**config.mk**
```make
export PLATFORM = sky130hd
export DESIGN_NAME = music_top
export DESIGN_NICKNAME = d
export VERILOG_FILES = /design/src/rtl/music_pkg.sv /design/src/rtl/milli_timer.sv /design/src/rtl/music_regs.sv /design/src/rtl/music_top.sv /design/src/rtl/note_sequencer.sv /design/src/rtl/seg_display.sv /design/src/rtl/song_rom.sv /design/src/rtl/tone_gen.sv
export SDC_FILE = /design/constraint.sdc
export NUM_CORES = 1
export LEC_CHECK = 0
export CAP_MARGIN = 20
export CELL_PAD_IN_SITES_DETAIL_PLACEMENT = 1
export CELL_PAD_IN_SITES_GLOBAL_PLACEMENT = 2
export CORE_MARGIN = 4
export CORE_UTILIZATION = 35
export DETAILED_ROUTE_END_ITERATION = 7
export DONT_BUFFER_PORTS = 1
export PLACE_DENSITY = 0.84
export SLEW_MARGIN = 20
export SYNTH_ARGS = -nofsm -noshare
export SYNTH_HDL_FRONTEND = slang
export SYNTH_SLANG_ARGS = --single-unit
```
**constraint.sdc**
```tcl
create_clock -name clk -period 10.86 [get_ports clk]
set_clock_uncertainty 0.1 [all_clocks]
set_input_delay 0.543 -clock clk [delete_from_list [all_inputs] [get_ports clk]]
set_output_delay 0.543 -clock clk [all_outputs]
set_load 0.02 [all_outputs]
```
**src/rtl/music_pkg.sv**
```systemverilog
`default_nettype none

package music_pkg;

  localparam int FREQ_W   = 10;
  localparam int RHYTHM_W = 4;
  localparam int PART_W   = 3;
  localparam int TPM_W    = 16;
  localparam int BEAT_W   = 10;

  localparam int NUM_PARTS          = 6;
  localparam int MS_PER_HALF_SECOND = 500;  // half a tone period scale

  typedef logic [FREQ_W-1:0]   freq_t;    // Hz, 0 is a rest
  typedef logic [RHYTHM_W-1:0] rhythm_t;  // beat units
  typedef logic [PART_W-1:0]   part_t;    // 0 stopped, 1..6 playing

  typedef enum logic [1:0] {
    SEC_INTRO  = 2'd0,
    SEC_VERSE  = 2'd1,
    SEC_CHORUS = 2'd2
  } section_e;

  typedef struct packed {
    freq_t   freq;
    rhythm_t rhythm;
  } note_t;

  // software controlled settings
  typedef struct packed {
    logic              play;
    logic [TPM_W-1:0]  ticks_per_milli;
    logic [BEAT_W-1:0] beat_ms;
  } cfg_t;

  typedef struct packed {
    part_t part;
    freq_t freq;
  } status_t;

endpackage

`default_nettype wire

```
**src/rtl/milli_timer.sv**
```systemverilog
`default_nettype none

module milli_timer (
  input  wire                 clk,
  input  wire                 rst,
  input  wire music_pkg::cfg_t cfg,
  output logic                ms_tick
);

  logic [15:0] cnt;
  logic        wrap;

  assign wrap = (cnt >= cfg.ticks_per_milli - 16'd1);  // also catches a lowered tpm

  always_ff @(posedge clk) begin
    if (rst || !cfg.play) begin
      cnt     <= '0;
      ms_tick <= 1'b0;
    end else begin
      ms_tick <= wrap;
      if (wrap) begin
        cnt <= '0;
      end else begin
        cnt <= cnt + 16'd1;
      end
    end
  end

  a_tick_single: assert property (
    @(posedge clk) disable iff (rst)
    (cfg.ticks_per_milli > 16'd1) && ms_tick |=> !ms_tick
  ) else $error("milli_timer: back to back ms_tick");

endmodule

`default_nettype wire

```
**src/rtl/music_regs.sv**
```systemverilog
`default_nettype none

module music_regs (
  input  wire                   clk,
  input  wire                   rst,
  input  wire  [3:0]            paddr,
  input  wire                   psel,
  input  wire                   penable,
  input  wire                   pwrite,
  input  wire  [31:0]           pwdata,
  output logic [31:0]           prdata,
  output logic                  pready,
  output logic                  pslverr,
  output music_pkg::cfg_t       cfg,
  input  wire music_pkg::status_t status
);

  localparam logic [3:0] ADDR_CTRL   = 4'h0;
  localparam logic [3:0] ADDR_TPM    = 4'h4;
  localparam logic [3:0] ADDR_BEAT   = 4'h8;
  localparam logic [3:0] ADDR_STATUS = 4'hC;

  logic access;
  logic mapped;

  assign access = psel && penable;  // APB access phase
  assign pready = 1'b1;             // never stalls

  assign mapped = (paddr == ADDR_CTRL) || (paddr == ADDR_TPM) ||
                  (paddr == ADDR_BEAT) || (paddr == ADDR_STATUS);

  assign pslverr = access && (!mapped || (pwrite && paddr == ADDR_STATUS));

  always_ff @(posedge clk) begin
    if (rst) begin
      cfg.play            <= 1'b0;
      cfg.ticks_per_milli <= 16'd1000;
      cfg.beat_ms         <= 10'd100;
    end else if (access && pwrite) begin
      case (paddr)
        ADDR_CTRL: cfg.play            <= pwdata[0];
        ADDR_TPM:  cfg.ticks_per_milli <= pwdata[15:0];
        ADDR_BEAT: cfg.beat_ms         <= pwdata[9:0];
        default:   ;                   // status and holes ignore writes
      endcase
    end
  end

  always_comb begin
    case (paddr)
      ADDR_CTRL:   prdata = 32'(cfg.play);
      ADDR_TPM:    prdata = 32'(cfg.ticks_per_milli);
      ADDR_BEAT:   prdata = 32'(cfg.beat_ms);
      ADDR_STATUS: prdata = 32'(status);
      default:     prdata = '0;
    endcase
  end

  // enable only in the second cycle of a selected transfer
  a_apb_phase: assert property (
    @(posedge clk) disable iff (rst)
    penable |-> psel && $past(psel)
  ) else $error("music_regs: penable without a setup phase");

endmodule

`default_nettype wire

```
**src/rtl/music_top.sv**
```systemverilog
`default_nettype none

module music_top #(
  parameter int INDEX_W = 5,
  parameter int ACC_W   = 32
) (
  input  wire         clk,
  input  wire         rst,
  input  wire  [3:0]  paddr,
  input  wire         psel,
  input  wire         penable,
  input  wire         pwrite,
  input  wire  [31:0] pwdata,
  output logic [31:0] prdata,
  output logic        pready,
  output logic        pslverr,
  output logic        sound,
  output logic [6:0]  segments,
  output logic        dot
);

  import music_pkg::*;

  cfg_t               cfg;
  status_t            status;
  logic               ms_tick;
  section_e           section;
  logic [INDEX_W-1:0] index;
  logic [INDEX_W-1:0] last_index;
  note_t              note;
  freq_t              freq;
  part_t              part;
  logic               note_on;

  music_regs regs0 (
    .clk(clk), .rst(rst),
    .paddr(paddr), .psel(psel), .penable(penable), .pwrite(pwrite), .pwdata(pwdata),
    .prdata(prdata), .pready(pready), .pslverr(pslverr),
    .cfg(cfg), .status(status)
  );

  milli_timer timer0 (.clk(clk), .rst(rst), .cfg(cfg), .ms_tick(ms_tick));

  song_rom #(.INDEX_W(INDEX_W)) rom0 (
    .section(section), .index(index), .note(note), .last_index(last_index)
  );

  note_sequencer #(.INDEX_W(INDEX_W)) seq0 (
    .clk(clk), .rst(rst), .cfg(cfg), .ms_tick(ms_tick),
    .note(note), .last_index(last_index),
    .section(section), .index(index), .freq(freq),
    .part(part), .note_on(note_on), .status(status)
  );

  tone_gen #(.ACC_W(ACC_W)) tone0 (
    .clk(clk), .rst(rst), .freq(freq), .cfg(cfg), .sound(sound)
  );

  seg_display disp0 (.part(part), .note_on(note_on), .segments(segments), .dot(dot));

endmodule

`default_nettype wire

```
**src/rtl/note_sequencer.sv**
```systemverilog
`default_nettype none

module note_sequencer #(
  parameter int INDEX_W = 5
) (
  input  wire                       clk,
  input  wire                       rst,
  input  wire music_pkg::cfg_t      cfg,
  input  wire                       ms_tick,
  input  wire music_pkg::note_t     note,
  input  wire [INDEX_W-1:0]         last_index,
  output music_pkg::section_e       section,
  output logic [INDEX_W-1:0]        index,
  output music_pkg::freq_t          freq,
  output music_pkg::part_t          part,
  output logic                      note_on,
  output music_pkg::status_t        status
);

  import music_pkg::*;

  localparam int LEN_W = 15;  // 1023 ms * 15 beats * 2

  typedef enum logic [1:0] {
    ST_LOAD,
    ST_NOTE,
    ST_GAP
  } state_e;

  state_e           state;
  logic [LEN_W-1:0] ms_cnt;
  logic [LEN_W-1:0] note_len;
  logic [LEN_W-1:0] gap_len;
  logic [LEN_W-1:0] len_calc;
  logic             is_verse;

  always_comb begin
    case (part)
      3'd3, 3'd5: section = SEC_VERSE;
      3'd4, 3'd6: section = SEC_CHORUS;
      default:    section = SEC_INTRO;  // parts 1, 2 and stopped
    endcase
  end

  assign is_verse = (section == SEC_VERSE);
  assign len_calc = (LEN_W'(cfg.beat_ms) * LEN_W'(note.rhythm)) << is_verse;

  assign status = '{part: part, freq: freq};

  always_ff @(posedge clk) begin
    if (rst || !cfg.play) begin
      state   <= ST_LOAD;
      part    <= '0;
      index   <= '0;
      freq    <= '0;
      note_on <= 1'b0;
      ms_cnt  <= '0;
    end else if (part == '0) begin
      part  <= part_t'(1);  // play just rose
      index <= '0;
      state <= ST_LOAD;
    end else begin
      case (state)
        ST_LOAD: begin
          note_len <= len_calc;
          gap_len  <= len_calc / 3;
          freq     <= note.freq;  // 0 for a rest
          note_on  <= 1'b1;
          ms_cnt   <= '0;
          state    <= ST_NOTE;
        end
        ST_NOTE: begin
          if (ms_cnt >= note_len) begin
            freq    <= '0;
            note_on <= 1'b0;
            ms_cnt  <= '0;
            state   <= ST_GAP;
          end else if (ms_tick) begin
            ms_cnt <= ms_cnt + LEN_W'(1);
          end
        end
        ST_GAP: begin
          if (ms_cnt >= gap_len) begin
            state <= ST_LOAD;
            if (index == last_index) begin
              index <= '0;
              part  <= (part == part_t'(NUM_PARTS)) ? part_t'(1) : part + part_t'(1);
            end else begin
              index <= index + INDEX_W'(1);
            end
          end else if (ms_tick) begin
            ms_cnt <= ms_cnt + LEN_W'(1);
          end
        end
        default: state <= ST_LOAD;
      endcase
    end
  end

  a_part_range: assert property (
    @(posedge clk) disable iff (rst)
    part <= part_t'(NUM_PARTS)
  ) else $error("note_sequencer: part out of range");

endmodule

`default_nettype wire

```
**src/rtl/seg_display.sv**
```systemverilog
`default_nettype none

module seg_display (
  input  wire music_pkg::part_t part,
  input  wire                   note_on,
  output logic [6:0]            segments,
  output logic                  dot
);

  logic [3:0] digit;

  assign digit = {1'b0, part};
  assign dot   = note_on;  // lit while a note sounds

  // bit order g f e d c b a
  always_comb begin
    case (digit)
      4'd0:    segments = 7'b0111111;
      4'd1:    segments = 7'b0000110;
      4'd2:    segments = 7'b1011011;
      4'd3:    segments = 7'b1001111;
      4'd4:    segments = 7'b1100110;
      4'd5:    segments = 7'b1101101;
      4'd6:    segments = 7'b1111100;
      4'd7:    segments = 7'b0000111;
      4'd8:    segments = 7'b1111111;
      4'd9:    segments = 7'b1100111;
      default: segments = 7'b0000000;  // blank
    endcase
  end

endmodule

`default_nettype wire

```
**src/rtl/song_rom.sv**
```systemverilog
`default_nettype none

module song_rom #(
  parameter int INDEX_W = 5
) (
  input  wire music_pkg::section_e section,
  input  wire [INDEX_W-1:0]        index,
  output music_pkg::note_t         note,
  output logic [INDEX_W-1:0]       last_index
);

  import music_pkg::*;

  always_comb begin
    note       = '0;  // rest, zero length
    last_index = '0;
    case (section)
      SEC_INTRO: begin
        last_index = INDEX_W'(12);
        case (index)
          0:  note = '{10'd554, 4'd6};   // c5s
          1:  note = '{10'd622, 4'd10};  // e5f
          2:  note = '{10'd622, 4'd6};
          3:  note = '{10'd698, 4'd6};   // f5
          4:  note = '{10'd831, 4'd1};   // a5f
          5:  note = '{10'd740, 4'd1};   // f5s
          6:  note = '{10'd698, 4'd1};
          7:  note = '{10'd622, 4'd1};
          8:  note = '{10'd554, 4'd6};
          9:  note = '{10'd622, 4'd10};
          10: note = '{10'd0,   4'd4};   // rest
          11: note = '{10'd415, 4'd2};   // a4f
          12: note = '{10'd415, 4'd10};
          default: ;
        endcase
      end
      SEC_VERSE: begin
        last_index = INDEX_W'(15);
        case (index)
          0:  note = '{10'd0,   4'd6};   // rest
          1:  note = '{10'd277, 4'd1};   // c4s
          2:  note = '{10'd277, 4'd1};
          3:  note = '{10'd277, 4'd1};
          4:  note = '{10'd277, 4'd1};
          5:  note = '{10'd311, 4'd2};   // e4f
          6:  note = '{10'd0,   4'd1};
          7:  note = '{10'd261, 4'd1};   // c4
          8:  note = '{10'd233, 4'd1};   // b3f
          9:  note = '{10'd208, 4'd5};   // a3f
          10: note = '{10'd0,   4'd1};
          11: note = '{10'd233, 4'd1};
          12: note = '{10'd233, 4'd1};
          13: note = '{10'd261, 4'd1};
          14: note = '{10'd277, 4'd3};
          15: note = '{10'd208, 4'd1};
          default: ;
        endcase
      end
      SEC_CHORUS: begin
        last_index = INDEX_W'(15);
        case (index)
          0:  note = '{10'd466, 4'd1};   // b4f
          1:  note = '{10'd466, 4'd1};
          2:  note = '{10'd415, 4'd1};   // a4f
          3:  note = '{10'd415, 4'd1};
          4:  note = '{10'd698, 4'd3};   // f5
          5:  note = '{10'd698, 4'd3};
          6:  note = '{10'd622, 4'd6};   // e5f
          7:  note = '{10'd466, 4'd1};
          8:  note = '{10'd466, 4'd1};
          9:  note = '{10'd415, 4'd1};
          10: note = '{10'd415, 4'd1};
          11: note = '{10'd622, 4'd3};
          12: note = '{10'd622, 4'd3};
          13: note = '{10'd554, 4'd3};   // c5s
          14: note = '{10'd523, 4'd1};   // c5
          15: note = '{10'd466, 4'd2};
          default: ;
        endcase
      end
      default: ;
    endcase
  end

endmodule

`default_nettype wire

```
**src/rtl/tone_gen.sv**
```systemverilog
`default_nettype none

module tone_gen #(
  parameter int ACC_W = 32
) (
  input  wire                   clk,
  input  wire                   rst,
  input  wire music_pkg::freq_t freq,
  input  wire music_pkg::cfg_t  cfg,
  output logic                  sound
);

  import music_pkg::*;

  logic [ACC_W-1:0] acc;
  logic [ACC_W-1:0] acc_next;
  logic [ACC_W-1:0] half;
  logic             sound_q;

  // ticks in half a second, one toggle per freq steps of it
  assign half     = ACC_W'(cfg.ticks_per_milli) * ACC_W'(MS_PER_HALF_SECOND);
  assign acc_next = acc + ACC_W'(freq);

  always_ff @(posedge clk) begin
    if (rst || freq == '0) begin
      acc     <= '0;
      sound_q <= 1'b0;
    end else if (acc >= half) begin
      acc     <= acc_next - half;
      sound_q <= ~sound_q;
    end else begin
      acc <= acc_next;
    end
  end

  assign sound = sound_q && (freq != '0);  // silent at once on a rest or gap

  a_acc_bound: assert property (
    @(posedge clk) disable iff (rst || !cfg.play)
    (freq != '0) |=> ({1'b0, acc} < {half, 1'b0})
  ) else $error("tone_gen: accumulator runaway");

endmodule

`default_nettype wire

```
# == Yosys cells after proc, flatten, opt, wreduce, memory -nomap -nowiden ==
# Memories as Yosys holds them, arrays and structs flattened.
# Index checks and enable logic that the tools add are counted.
# op_classes
n_reduce_logical,50
n_eq_ne,30
addsub,7
muxes,25
div,1
n_mul,2
bitwise_logic,3
n_lt_le_gt_ge,4
shift,1
# ops
operator,n
one-hot mux 14 bit (11 select lines),1
one-hot mux 13 bit (9 select lines),1
one-hot mux 14 bit (8 select lines),1
one-hot mux 16 bit (4 select lines),1
two-way mux 15 bit,3
one-hot mux 15 bit (3 select lines),1
one-hot mux 14 bit (3 select lines),1
equality test 5 x 4 -> 1 bit (second input constant),8
adder 32 x 10 -> 32 bit,1
divider 15 x 2 -> 32 bit (second input constant),1
>= comparator 32 x 25 -> 1 bit,1
two-way mux 32 bit,1
subtractor 32 x 25 -> 32 bit,1
>= comparator 15 bit,2
multiplier 16 x 7 -> 23 bit (second input constant),1
OR reduction 2 bit,11
equality test 5 x 3 -> 1 bit (second input constant),4
one-hot mux 10 bit (2 select lines),1
adder 16 x 1 -> 16 bit (second input constant),1
>= comparator 16 bit,1
subtractor 16 x 1 -> 16 bit (second input constant),1
adder 15 x 1 -> 15 bit (second input constant),1
AND reduction 3 bit,5
left shift 14 x 1 -> 15 bit,1
38 further kinds,72
# word_totals
word_cells,140
register_bits,143
memories,1
rom_bits,112
# mem_list
name,depth,word_bits,read_ports,rd_ports_with_merged_regs,write_ports,line,text
(name not given),16,7,1,0,0,seg_display.sv:17,case (digit)

# == Logic depth before layout (Yosys ltp) ==
# Gate-level depths: netlist of the first run.
# depth
ltp_word,11
depth_mapped,46
ltp_nobuf,45

# == Hierarchy ==
# From an unflattened synthesis of the first run, not the netlist that was laid out.
# unflattened
hier_cells,2140
area_unflattened_um2,17570.6
# modules_own_cells
mod,seq_area_each_um2,area_each_um2,n_inst,cells_each
note_sequencer,1591.5,7235.7,1,896
tone_gen,660.6,6473.7,1,762
music_regs,540.5,1662.8,1,184
milli_timer,340.3,1276.2,1,156
song_rom,0.0,777.0,1,123
seg_display,0.0,145.1,1,19

# == Worst setup path after synthesis of the first run ==
# OpenSTA, ideal clock, no wires.
# synth_path
path_type,flip-flop to flip-flop
start,reg seq0.index[2]
end,"reg seq0.gap_len[0], data pin"
path_stages_with_launch,45
arrival_time_ns,9.610
period_less_slack_ns,9.977
setup_time_ns,0.267
n_path_buf,4
setup_slack_ns,0.883
cell_sequence,dfxtp_1 clkbuf_1 buf_1 clkbuf_1 and3_1 ha_1 a311o_1 nor3_1 or2_2 o311ai_0 a21oi_1 nor2_1 nand2_1 fa_1 inv_1 fa_1 inv_1 fa_1 [9 not listed] nor2_1 o31ai_2 and2_1 buf_4 a31oi_2 nor2_1 o221ai_1 a21oi_2 mux2i_1 nand2_1 o22a_1 o31ai_1 ha_1 inv_1 o2111ai_2 xor2_1 a221oi_2 o211ai_2
# synth_via
elab_chain_cells,7
# synth_rtl
item,line,text
"start, declared",note_sequencer.sv:13,"output logic [INDEX_W-1:0] index,"
"start signal, assigned",note_sequencer.sv:89,index <= index + INDEX_W'(1);
"equality test 5 x 1 -> 1 bit, or another cell as far along","song_rom.sv:20, song_rom.sv:39, song_rom.sv:61",
"OR reduction 4 bit (no line), or another cell as far along",--,
"one-hot mux 13 bit (9 select lines), or another cell as far along",song_rom.sv:39,case (index)
one-hot mux 14 bit (3 select lines) *,song_rom.sv:17,case (section)
multiplier 10 x 4 -> 14 bit *,note_sequencer.sv:46,assign len_calc = (LEN_W'(cfg.beat_ms) * LEN_W'(note.rhythm)) << is_verse;
left shift 14 x 1 -> 15 bit *,note_sequencer.sv:46,
divider 15 x 2 -> 32 bit *,note_sequencer.sv:66,gap_len <= len_calc / 3;
"end signal, assigned",note_sequencer.sv:66,
"end, declared",note_sequencer.sv:33,logic [LEN_W-1:0] gap_len;
# Every way passes the cells marked *; elsewhere a longest branch is shown, timed or not.
# A chain may end at the register's enable or synchronous reset.

# == Worst setup path in the final report of the first run ==
# Ends and elaborated chain as after synthesis.

==> results.rst, run 1 <==
.. list-table::
   :header-rows: 1

   * - Metric
     - Value
   * - Area of the die
     - 0.0490 mm^2
   * - Fin worst setup slack
     - 594 ps
   * - Hold path start
     - rst
   * - Clock Tree Root
     - sky130_fd_sc_hd__clkbuf_16
   * - Avg Inst Size Synth
     - 8.19 um^2
   * - Master of the slowest instance on the critical path
     - sky130_fd_sc_hd__dfxtp_1
   * - Power density of the placed cells
     - 75.1 mW/mm^2
   * - Busiest metal layer after global routing
     - met2
   * - Final hold viol count
     - 0
   * - Setup slack on the worst flop-to-flop path
     - 590 ps
   * - Final std cells w/o fill
     - 2,556
   * - Cell accounting for the most synthesized area
     - sky130_fd_sc_hd__ha_1
   * - First-pass GRT wire length
     - 77,000 um
   * - Width of the die
     - 221 um
   * - Final worst path period share
     - 94.5%
   * - Met2 routing resource usage after global routing
     - 31.4%
   * - Leading cell type in the layout, fill and taps excluded
     - sky130_fd_sc_hd__nand2_1
   * - Outcome
     - complete, no violations
   * - Required @ worst endpoint
     - 10,950 ps
   * - Cell depth of the worst flop-to-flop path
     - 44
   * - Highest clock rate
     - 0.0974 GHz
   * - Area of the mapped netlist
     - 0.0159 mm^2
   * - Worst min-delay path category
     - in2reg
   * - Total Routing Usage GR
     - 19.0%
   * - Critical register-to-register path endpoint
     - seq0.gap_len[0]$_DFFE_PP_
   * - Global routing usage on met3
     - 3.05%
   * - Detailed-route DRC error count
     - 0
   * - Shortest clock period the worst path allows after layout
     - 10,270 ps
   * - # rows
     - 77
   * - CP endpoint kind
     - flip-flop
   * - Pin count of the biggest net entering global routing
     - 32
   * - Static Leak
     - 7.70 nW
   * - Layout Nets
     - 2,269
   * - Hold slack final
     - 66.7 ps
   * - Worst IR Drop VDD
     - 0.116 mV
   * - TritonCTS Buffers
     - 17
   * - Syn. warnings
     - 0
   * - Number of cells after detailed placement
     - 2,511
   * - Final TNS setup
     - 0 ps
   * - Tightest slew margin relative to the limit
     - 16.7%
   * - Count of flip-flops with a built-in enable after synthesis
     - 29
   * - Detailed placement HPWL
     - 37,600 um
   * - Die Span Y
     - 221 um
   * - GRT overflow
     - 0
   * - Share of synthesized area occupied by flip-flops and latches
     - 19.7%
   * - Fraction of registers with async set/reset
     - 0%
   * - Final design area excluding fillers
     - 0.0175 mm^2
   * - Top area cells in the synthesized netlist
     - sky130_fd_sc_hd__ha_1 (16%), sky130_fd_sc_hd__dfxtp_1 (14%), sky130_fd_sc_hd__fa_1 (9.1%)
   * - Area Overhead vs Synth
     - 9.95%
   * - Portion of synthesized cell area occupied by the leading cell type
     - 16.2%
   * - Routability Congestion
     - 0.882
   * - Pin slew with the least headroom to its limit
     - 1240 ps
   * - Slew Limit Fails
     - 0
   * - Most numerous cell on the critical path
     - sky130_fd_sc_hd__nand2_1
   * - Clock transition at the register clock pins on the worst setup and hold paths after CTS
     - 70 ps
   * - Routed WL
     - 47,300 um
   * - Max Cap Violations
     - 0
   * - Core Area
     - 0.0446 mm^2
   * - Worst setup slack before clock tree synthesis
     - 15.0 ps
   * - IO Count
     - 84
   * - Number of instances in the synthesized netlist
     - 1,945
   * - Average detailed-routed wire length per instance
     - 18.5 um
   * - Met1 global-route usage
     - 25.8%
   * - Skew-Pair Late Insertion Delay
     - 460 ps
   * - Finished Core Util
     - 39.2%
   * - Depth of the CTS H-tree
     - 4
   * - Reg2Reg Launch Point
     - seq0.index[2]$_SDFFE_PP0P_
   * - Max clock buf depth
     - 2
   * - CTS Sinks
     - 142
   * - Worst Path Class, Setup
     - reg2reg
   * - Top library cells by usage in the layout, fill and taps aside
     - sky130_fd_sc_hd__nand2_1 (214), sky130_fd_sc_hd__ha_1 (201), sky130_fd_sc_hd__nor2_1 (165)
   * - Proportion of layout cells with a drive suffix above 1
     - 8.51%
   * - Longest individual stage delay on the worst path
     - 590 ps
   * - Final setup violation count
     - 0
   * - Number of vias in the routed layout
     - 13,900
   * - Number of detailed-routing iterations run before antenna repair
     - 5
   * - Count of filler cells inserted in the layout
     - 5,331
   * - Kind of start point of the critical path
     - flip-flop
   * - Via count of the first global-routing pass
     - 14,400
   * - Count of routing violations after the opening detailed-route iteration
     - 868
   * - Flops & latches, synth
     - 142
   * - TritonCTS clock tree
     - done
   * - Crit path arrival time
     - 10,360 ps
   * - Residual antenna-violating net count after detailed routing
     - 0
   * - Effective utilization at floorplan
     - 35.7%
   * - Max Fanout on Critical Path
     - 13
   * - Cells on Worst Hold Path
     - 1
   * - Number of distinct library cells after synthesis
     - 98
   * - Worst hold path endpoint
     - regs0.cfg[26]$_SDFFE_PP0P_
   * - Number of antenna violations at the first check in global routing
     - 0
   * - Per-cell via count in the routed design
     - 5.45
   * - Dominant synthesized flop cell
     - sky130_fd_sc_hd__dfxtp_1
   * - Count of input and output buffers
     - 0
   * - Post-route total power
     - 1.31 mW
   * - Instance area after placement
     - 0.0166 mm^2
-- power breakdown --
group / total [mW] / switching (mW) / internal, mW
clock network: 0.605 / 0.265 / 0.340
logic: 0.170 / 0.101 / 0.0695
registers: 0.539 / 0.00185 / 0.537
-- flip-flops by register name, summed over array words and instances (netlist names) --
signal and count:
regs0.cfg 27, seq0.freq 10, seq0.gap_len 14, seq0.index 5
seq0.ms_cnt 15, seq0.note_len 15, seq0.note_on 1, seq0.part 3
seq0.state 2, timer0.cnt 16, timer0.ms_tick 1, tone0.acc 32
tone0.sound_q 1
-- cell type report --
cell class	count	area, um^2	share of cell area (%)
clock buffers	17	425	2.43
well taps	592	741	4.23
repair buffers	47	353	2.02
diodes	1	2.50	0.0143
clock inverters	15	160	0.915
inverters	167	627	3.58
flip-flops and latches	142	3140	17.9
multi-input cells	1575	12100	68.9
-- cells in the mapped netlist (all sizes together), types with 40 or more instances --
cell type	count
inv	165
nor2	170
xnor2	70
ha	206
xor2	40
dfxtp	113
nand2	215
clkbuf	51
o21ai	106
fa	72
a21o	45
a21oi	134
and2	41
nand3	45
-- worst max-delay path: cells and delay by family (launching register included) --
family | cells | cell delay (ps)
AOI/OAI and AO/OA | 18 | 4300
and+or+nand+nor | 14 | 2020
adders and majority gates | 5 | 1940
buffers and inverters | 5 | 630
DFF | 1 | 590
muxes | 1 | 280
xor gates and xnor gates | 1 | 120
-- how the worst max path moves through the flow --
stage	from	end	slack [ps]	cells after the start
floorplan	seq0.index[2]$_SDFFE_PP0P_	seq0.gap_len[0]$_DFFE_PP_	880	44
CTS	seq0.index[0]$_SDFFE_PP0P_	seq0.gap_len[0]$_DFFE_PP_	90	42
global route	seq0.index[0]$_SDFFE_PP0P_	seq0.gap_len[0]$_DFFE_PP_	-20	46
global placement	seq0.part[1]$_SDFFE_PP0P_	seq0.gap_len[0]$_DFFE_PP_	340	43
finish	seq0.index[2]$_SDFFE_PP0P_	seq0.gap_len[0]$_DFFE_PP_	590	44
detailed placement	seq0.index[0]$_SDFFE_PP0P_	seq0.gap_len[0]$_DFFE_PP_	10	45
-- repair_timing --
action	CTS	global route
gates cloned	0	1
pin swaps	0	10
endpoints found under the hold margin	0	0
hold buffers	0	0
setup endpoints to repair	1	3
buffers inserted	0	11
gates resized for setup	1	42
-- routing by layer --
metal	up-vias	wire length (um)
li1	6788	-
met1	6885	22500
met2	198	22100
met3	49	1760
met4	0	920
met5	-	0
-- kinds of logic (layout without fill, tap and decap cells) --
family          count (synthesis)  in the layout  synth area share (%)
fa+ha+maj                     278            278                  25.2
buf+inv                       244            246                  6.25
xor+xnor                      110            110                  6.22
simple gates                  662            663                  20.0
other cells                     2             18                0.0472
mux                            35             35                  2.32
flops                         142            142                  19.7
compound gates                472            472                  20.3
Power figures use the tool's default switching activity.
==> run 2, diff against run 1 <==
- CORE_ASPECT_RATIO: not set -> 1.2
==> run 2 against run 1 <==
Clock power down 3.5%; cell area is 0.64% lower; sequential cell count is the same; final cell count rose by 0.59%; via count down 0.20%; largest cell class unchanged.
==> results.rst, run 2 (synthesis results as in run 1) <==
.. list-table::
   :header-rows: 1

   * - Metric
     - Value
   * - Final setup violation count
     - 0 (unchanged)
   * - Most numerous cell on the critical path
     - sky130_fd_sc_hd__ha_1 (was sky130_fd_sc_hd__nand2_1)
   * - Worst min-delay path category
     - in2reg (unchanged)
   * - Highest clock rate
     - 0.0983 GHz (was 0.0974 GHz)
   * - Final hold viol count
     - 0 (unchanged)
   * - Max Cap Violations
     - 0 (unchanged)
   * - Max clock buf depth
     - 2 (unchanged)
   * - Leading cell type in the layout, fill and taps excluded
     - sky130_fd_sc_hd__nand2_1 (unchanged)
   * - Effective utilization at floorplan
     - 35.5% (was 35.7%)
   * - Die Span Y
     - 242 um (was 221 um)
   * - Layout Nets
     - 2,268 (was 2,269)
   * - # rows
     - 85 (was 77)
   * - Worst setup slack before clock tree synthesis
     - 194 ps (was 15.0 ps)
   * - Routability Congestion
     - 0.889 (was 0.882)
   * - Pin slew with the least headroom to its limit
     - 1070 ps (was 1240 ps)
   * - Residual antenna-violating net count after detailed routing
     - 0 (unchanged)
   * - TritonCTS Buffers
     - 17 (unchanged)
   * - Top library cells by usage in the layout, fill and taps aside
     - sky130_fd_sc_hd__nand2_1 (214), sky130_fd_sc_hd__ha_1 (205), sky130_fd_sc_hd__nor2_1 (166) (was sky130_fd_sc_hd__nand2_1 (214), sky130_fd_sc_hd__ha_1 (201), sky130_fd_sc_hd__nor2_1 (165))
   * - Fin worst setup slack
     - 686 ps (was 594 ps)
   * - Depth of the CTS H-tree
     - 4 (unchanged)
   * - Tightest slew margin relative to the limit
     - 26.8% (was 16.7%)
   * - Proportion of layout cells with a drive suffix above 1
     - 7.80% (was 8.51%)
   * - First-pass GRT wire length
     - 77,300 um (was 77,000 um)
   * - Post-route total power
     - 1.29 mW (was 1.31 mW)
   * - Master of the slowest instance on the critical path
     - sky130_fd_sc_hd__fa_1 (was sky130_fd_sc_hd__dfxtp_1)
   * - Pin count of the biggest net entering global routing
     - 32 (unchanged)
   * - Detailed placement HPWL
     - 37,600 um (about the same)
   * - Clock Tree Root
     - sky130_fd_sc_hd__clkbuf_16 (unchanged)
   * - Worst Path Class, Setup
     - reg2reg (unchanged)
   * - Number of detailed-routing iterations run before antenna repair
     - 5 (unchanged)
   * - Routed WL
     - 47,100 um (was 47,300 um)
   * - Outcome
     - complete, no violations (unchanged)
   * - Worst IR Drop VDD
     - 0.100 mV (was 0.116 mV)
   * - Width of the die
     - 203 um (was 221 um)
   * - GRT overflow
     - 0 (unchanged)
   * - Count of filler cells inserted in the layout
     - 5,460 (was 5,331)
   * - Final design area excluding fillers
     - 0.0174 mm^2 (was 0.0175 mm^2)
   * - Power density of the placed cells
     - 74.2 mW/mm^2 (was 75.1 mW/mm^2)
   * - Hold slack final
     - 58.8 ps (was 66.7 ps)
   * - Detailed-route DRC error count
     - 0 (unchanged)
   * - Final TNS setup
     - 0 ps (unchanged)
   * - Static Leak
     - 7.67 nW (was 7.70 nW)
   * - Max Fanout on Critical Path
     - 7 (was 13)
   * - Shortest clock period the worst path allows after layout
     - 10,170 ps (was 10,270 ps)
   * - Setup slack on the worst flop-to-flop path
     - 690 ps (was 590 ps)
   * - Number of vias in the routed layout
     - 13,900 (about the same)
   * - TritonCTS clock tree
     - done (unchanged)
   * - Per-cell via count in the routed design
     - 5.40 (was 5.45)
   * - Largest Register
     - tone0.acc (unchanged)
   * - Required @ worst endpoint
     - 10,960 ps (was 10,950 ps)
   * - Largest registers
     - tone0.acc (32), regs0.cfg (27), timer0.cnt (16) (unchanged)
   * - Via count of the first global-routing pass
     - 14,900 (was 14,400)
   * - Slew Limit Fails
     - 0 (unchanged)
   * - Skew-Pair Late Insertion Delay
     - 460 ps (about the same)
   * - Count of input and output buffers
     - 0 (unchanged)
   * - IO Count
     - 84 (unchanged)
   * - Instance area after placement
     - 0.0167 mm^2 (was 0.0166 mm^2)
   * - Flip-flop count of the largest register, all copies and words added
     - 32 (unchanged)
   * - CP endpoint kind
     - flip-flop (unchanged)
   * - Count of routing violations after the opening detailed-route iteration
     - 397 (was 868)
   * - Area Overhead vs Synth
     - 9.25% (was 9.95%)
   * - Crit path arrival time
     - 10,280 ps (was 10,360 ps)
   * - Kind of start point of the critical path
     - flip-flop (unchanged)
   * - Final worst path period share
     - 93.7% (was 94.5%)
   * - Clock transition at the register clock pins on the worst setup and hold paths after CTS
     - 70 ps (about the same)
   * - Number of antenna violations at the first check in global routing
     - 0 (unchanged)
   * - Average detailed-routed wire length per instance
     - 18.3 um (was 18.5 um)
   * - Longest individual stage delay on the worst path
     - 530 ps (was 590 ps)
   * - Area of the die
     - 0.0490 mm^2 (about the same)
   * - Post-CTS Hold Buffers
     - 0 (unchanged)
   * - Total Routing Usage GR
     - 19.2% (was 19.0%)
   * - Core Area
     - 0.0449 mm^2 (was 0.0446 mm^2)
   * - CTS Sinks
     - 142 (unchanged)
   * - Ant diodes
     - 0 (was 1)
==> run 2: path summary, 6_finish.rpt <==
kind,startpoint,endpoint,cells after the start
min,rst,regs0.cfg[25]$_SDFFE_PP0P_,1
max,seq0.index[0]$_SDFFE_PP0P_,seq0.gap_len[0]$_DFFE_PP_,46
min reg2reg,seq0.ms_cnt[14]$_SDFFE_PP0P_,seq0.ms_cnt[14]$_SDFFE_PP0P_,2
max reg2reg,seq0.index[0]$_SDFFE_PP0P_,seq0.gap_len[0]$_DFFE_PP_,46
==> run 2: per-layer routing <==
metal | GRT usage, % | vias up | wire length, um
li1 | - | 6775 | -
met1 | 21.9 | 6872 | 19600
met2 | 35.7 | 180 | 24400
met3 | 3.12 | 65 | 1530
met4 | 7.07 | 0 | 1550
met5 | 0 | - | 0
==> run 2: what timing repair did <==
action                                  CTS  global route
resized for setup                         0            23
setup buffers                             0             2
endpoints found under the setup margin    0             2
==> run 2: per-stage QoR <==
| step | instances | util, % |
|---|---|---|
| global placement | 2537 | 37.2 |
| global route | 2571 | 38.8 |
| floorplan | 1960 | - |
| finish | 2571 | 38.8 |
| detailed placement | 2537 | 37.2 |
| CTS | 2569 | 38.5 |
==> run 2: area by class of cell <==
class                      instances  area, um^2  share of cell area (%)
clock inverter                    13         128                   0.734
timing repair buffer              47         353                    2.03
sequential                       142        3140                    18.0
multi-input combinational       1574       12000                    68.7
clock buffer                      19         433                    2.49
inverter                         167         627                    3.60
tap                              609         762                    4.38
==> run 2: power by group <==
group          switching (mW)  internal (mW)  leakage, nW
logic                  0.0994         0.0687         6.20
registers             0.00178          0.537         1.19
clock network           0.265          0.319        0.271
==> run 2: worst max-delay path: cells and delay by family (launching register included) <==
family / cells / cell delay [ps]
AOI/OAI and AO/OA: 18 / 3940
xor gates and xnor gates: 1 / 180
adders and majority gates: 7 / 2470
buffers and inverters: 6 / 690
DFF: 1 / 360
muxes: 2 / 340
and+or+nand+nor: 12 / 1840
==> run 3, diff against run 2 <==
- PLACE_DENSITY: 0.84 -> not set
- PLACE_DENSITY_LB_ADDON: not set -> 0.1
==> run 3 against run 2 <==
Power shrank 0.55%; highest routed layer unchanged; non-clock buffer count grew 1; global-route usage grew 0.69 points; largest power group unchanged; clock power shrank 1%; sequential share of layout area is essentially flat; fmax shrank 0.26%; first-iteration DRC count grew 36%; register-to-register slack lost 30 ps; sequential power is essentially flat.
==> results.rst, run 3 (synthesis results as in run 1) <==
.. list-table::
   :header-rows: 1

   * - Metric
     - Value
   * - Top library cells by usage in the layout, fill and taps aside
     - sky130_fd_sc_hd__nand2_1 (214), sky130_fd_sc_hd__ha_1 (204), sky130_fd_sc_hd__nor2_1 (166) (was sky130_fd_sc_hd__nand2_1 (214), sky130_fd_sc_hd__ha_1 (205), sky130_fd_sc_hd__nor2_1 (166))
   * - Static Leak
     - 7.68 nW (was 7.67 nW)
   * - Area Overhead vs Synth
     - 9.26% (was 9.25%)
   * - Shortest clock period the worst path allows after layout
     - 10,200 ps (was 10,170 ps)
   * - GRT overflow
     - 0 (unchanged)
   * - Instance area after placement
     - 0.0167 mm^2 (about the same)
   * - CTS Sinks
     - 142 (unchanged)
   * - Ant diodes
     - 0 (unchanged)
   * - Via count of the first global-routing pass
     - 14,600 (was 14,900)
   * - Hold slack final
     - 62.6 ps (was 58.8 ps)
   * - Worst min-delay path category
     - in2reg (unchanged)
   * - Slew Limit Fails
     - 0 (unchanged)
   * - Final hold viol count
     - 0 (unchanged)
   * - Critical register-to-register path endpoint
     - seq0.gap_len[0]$_DFFE_PP_ (unchanged)
   * - Routability Congestion
     - 0.797 (was 0.889)
   * - Depth of the CTS H-tree
     - 4 (unchanged)
   * - Core Area
     - 0.0449 mm^2 (unchanged)
   * - Area of the die
     - 0.0490 mm^2 (unchanged)
   * - Total Routing Usage GR
     - 19.9% (was 19.2%)
   * - Master of the slowest instance on the critical path
     - sky130_fd_sc_hd__fa_1 (unchanged)
   * - Detailed placement HPWL
     - 38,700 um (was 37,600 um)
   * - Number of cells after detailed placement
     - 2,538 (was 2,537)
   * - Worst IR Drop VDD
     - 0.109 mV (was 0.100 mV)
   * - Die Span Y
     - 242 um (unchanged)
   * - Worst Path Class, Setup
     - reg2reg (unchanged)
   * - Residual antenna-violating net count after detailed routing
     - 0 (unchanged)
   * - Worst setup path start
     - seq0.index[1]$_SDFFE_PP0P_ (was seq0.index[0]$_SDFFE_PP0P_)
   * - Reg2Reg Launch Point
     - seq0.index[1]$_SDFFE_PP0P_ (was seq0.index[0]$_SDFFE_PP0P_)
   * - Largest registers
     - tone0.acc (32), regs0.cfg (27), timer0.cnt (16) (unchanged)
   * - Width of the die
     - 203 um (unchanged)
   * - Hold path start
     - rst (unchanged)
   * - Largest Register
     - tone0.acc (unchanged)
   * - Effective utilization at floorplan
     - 35.5% (unchanged)
   * - Count of routing violations after the opening detailed-route iteration
     - 540 (was 397)
   * - Crit path arrival time
     - 10,310 ps (was 10,280 ps)
   * - Count of input and output buffers
     - 0 (unchanged)
   * - CP endpoint kind
     - flip-flop (unchanged)
   * - Clock transition at the register clock pins on the worst setup and hold paths after CTS
     - 70 ps (about the same)
   * - Flip-flop count of the largest register, all copies and words added
     - 32 (unchanged)
   * - Average detailed-routed wire length per instance
     - 18.7 um (was 18.3 um)
   * - IO Count
     - 84 (unchanged)
   * - Worst hold path endpoint
     - regs0.cfg[8]$_SDFFE_PP0P_ (was regs0.cfg[25]$_SDFFE_PP0P_)
   * - TritonCTS clock tree
     - done (unchanged)
   * - Number of detailed-routing iterations run before antenna repair
     - 5 (unchanged)
   * - Detailed-route DRC error count
     - 0 (unchanged)
   * - Cells on Worst Hold Path
     - 1 (unchanged)
   * - Leading cell type in the layout, fill and taps excluded
     - sky130_fd_sc_hd__nand2_1 (unchanged)
   * - Layout Nets
     - 2,270 (was 2,268)
   * - Post-route total power
     - 1.28 mW (was 1.29 mW)
   * - Skew-Pair Late Insertion Delay
     - 470 ps (was 460 ps)
   * - Final design area excluding fillers
     - 0.0174 mm^2 (about the same)
   * - Final setup violation count
     - 0 (unchanged)
   * - Max Fanout on Critical Path
     - 9 (was 7)
   * - Final std cells w/o fill
     - 2,573 (was 2,571)
   * - Pin count of the biggest net entering global routing
     - 32 (unchanged)
   * - Proportion of layout cells with a drive suffix above 1
     - 7.74% (was 7.80%)
   * - First-pass GRT wire length
     - 78,900 um (was 77,300 um)
   * - Outcome
     - complete, no violations (unchanged)
   * - Power density of the placed cells
     - 73.8 mW/mm^2 (was 74.2 mW/mm^2)
   * - Finished Core Util
     - 38.8% (about the same)
   * - Number of antenna violations at the first check in global routing
     - 0 (unchanged)
   * - # rows
     - 85 (unchanged)
   * - Cell depth of the worst flop-to-flop path
     - 46 (unchanged)
   * - Longest individual stage delay on the worst path
     - 530 ps (about the same)
   * - Required @ worst endpoint
     - 10,960 ps (about the same)
   * - Highest clock rate
     - 0.0980 GHz (was 0.0983 GHz)
   * - Max Cap Violations
     - 0 (unchanged)
   * - Max clock buf depth
     - 2 (unchanged)
   * - Post-CTS Hold Buffers
     - 0 (unchanged)
   * - TritonCTS Buffers
     - 17 (unchanged)
   * - Kind of start point of the critical path
     - flip-flop (unchanged)
   * - Tightest slew margin relative to the limit
     - 38.5% (was 26.8%)
   * - Clock Tree Root
     - sky130_fd_sc_hd__clkbuf_16 (unchanged)
   * - Pin slew with the least headroom to its limit
     - 922 ps (was 1070 ps)
   * - Routed WL
     - 48,000 um (was 47,100 um)
   * - Setup slack on the worst flop-to-flop path
     - 660 ps (was 690 ps)
   * - Number of vias in the routed layout
     - 13,800 (was 13,900)
   * - Per-cell via count in the routed design
     - 5.37 (was 5.40)
   * - Final worst path period share
     - 93.9% (was 93.7%)
-- run 3: worst max path at each step --
stage,end,slack [ps]
floorplan,seq0.gap_len[0]$_DFFE_PP_,880
global placement,seq0.gap_len[0]$_DFFE_PP_,490
detailed placement,seq0.gap_len[0]$_DFFE_PP_,290
CTS,seq0.gap_len[0]$_DFFE_PP_,240
global route,seq0.gap_len[0]$_DFFE_PP_,-10
finish,seq0.gap_len[0]$_DFFE_PP_,660
-- run 3: area by class of cell --
| type | count | area [um^2] |
|---|---|---|
| clock buffers | 20 | 458 |
| clock inverters | 12 | 110 |
| fillers | 5423 | 27500 |
| inverters | 167 | 627 |
| multi-input cells | 1575 | 11900 |
| flip-flops and latches | 142 | 3130 |
| well taps | 609 | 762 |
| repair buffers | 48 | 360 |
-- run 3: report_power, final --
| part | switching [mW] | internal (mW) | total (mW) |
|---|---|---|---|
| sequential | 0.00186 | 0.537 | 0.539 |
| clock | 0.248 | 0.329 | 0.576 |
| combinational | 0.100 | 0.0690 | 0.169 |
-- run 3: layer usage --
metal / wire length, um / global-route usage (%) / up-vias
met1: 20700 / 23.7 / 6871
met2: 25300 / 37.0 / 112
met4: 798 / 4.61 / 0
met5: 0 / 0 / -
met3: 1180 / 3.46 / 46
li1: - / - / 6777
-- run 3: critical path, delay by kind of cell (launching register included) --
kind,cells,cell delay (ps)
flops,1,380
xor+xnor,1,120
simple gates,12,1790
buf+inv,7,840
fa+ha+maj,6,2210
compound gates,20,4500
-- run 3: per-stage QoR --
| stage | TNS [ps] | setup slack [ps] |
|---|---|---|
| finish | 0 | 659 |
| global route | -12.7 | -12.7 |
| CTS | 0 | 236 |
| detailed placement | 0 | 295 |
| global placement | 0 | 490 |
| floorplan | 0 | 883 |
-- run 3: repair_timing --
action                     in CTS  in global routing
setup buffers                   0                  2
setup endpoints to repair       0                  3
hold endpoints to repair        0                  0
resized for setup               0                 17
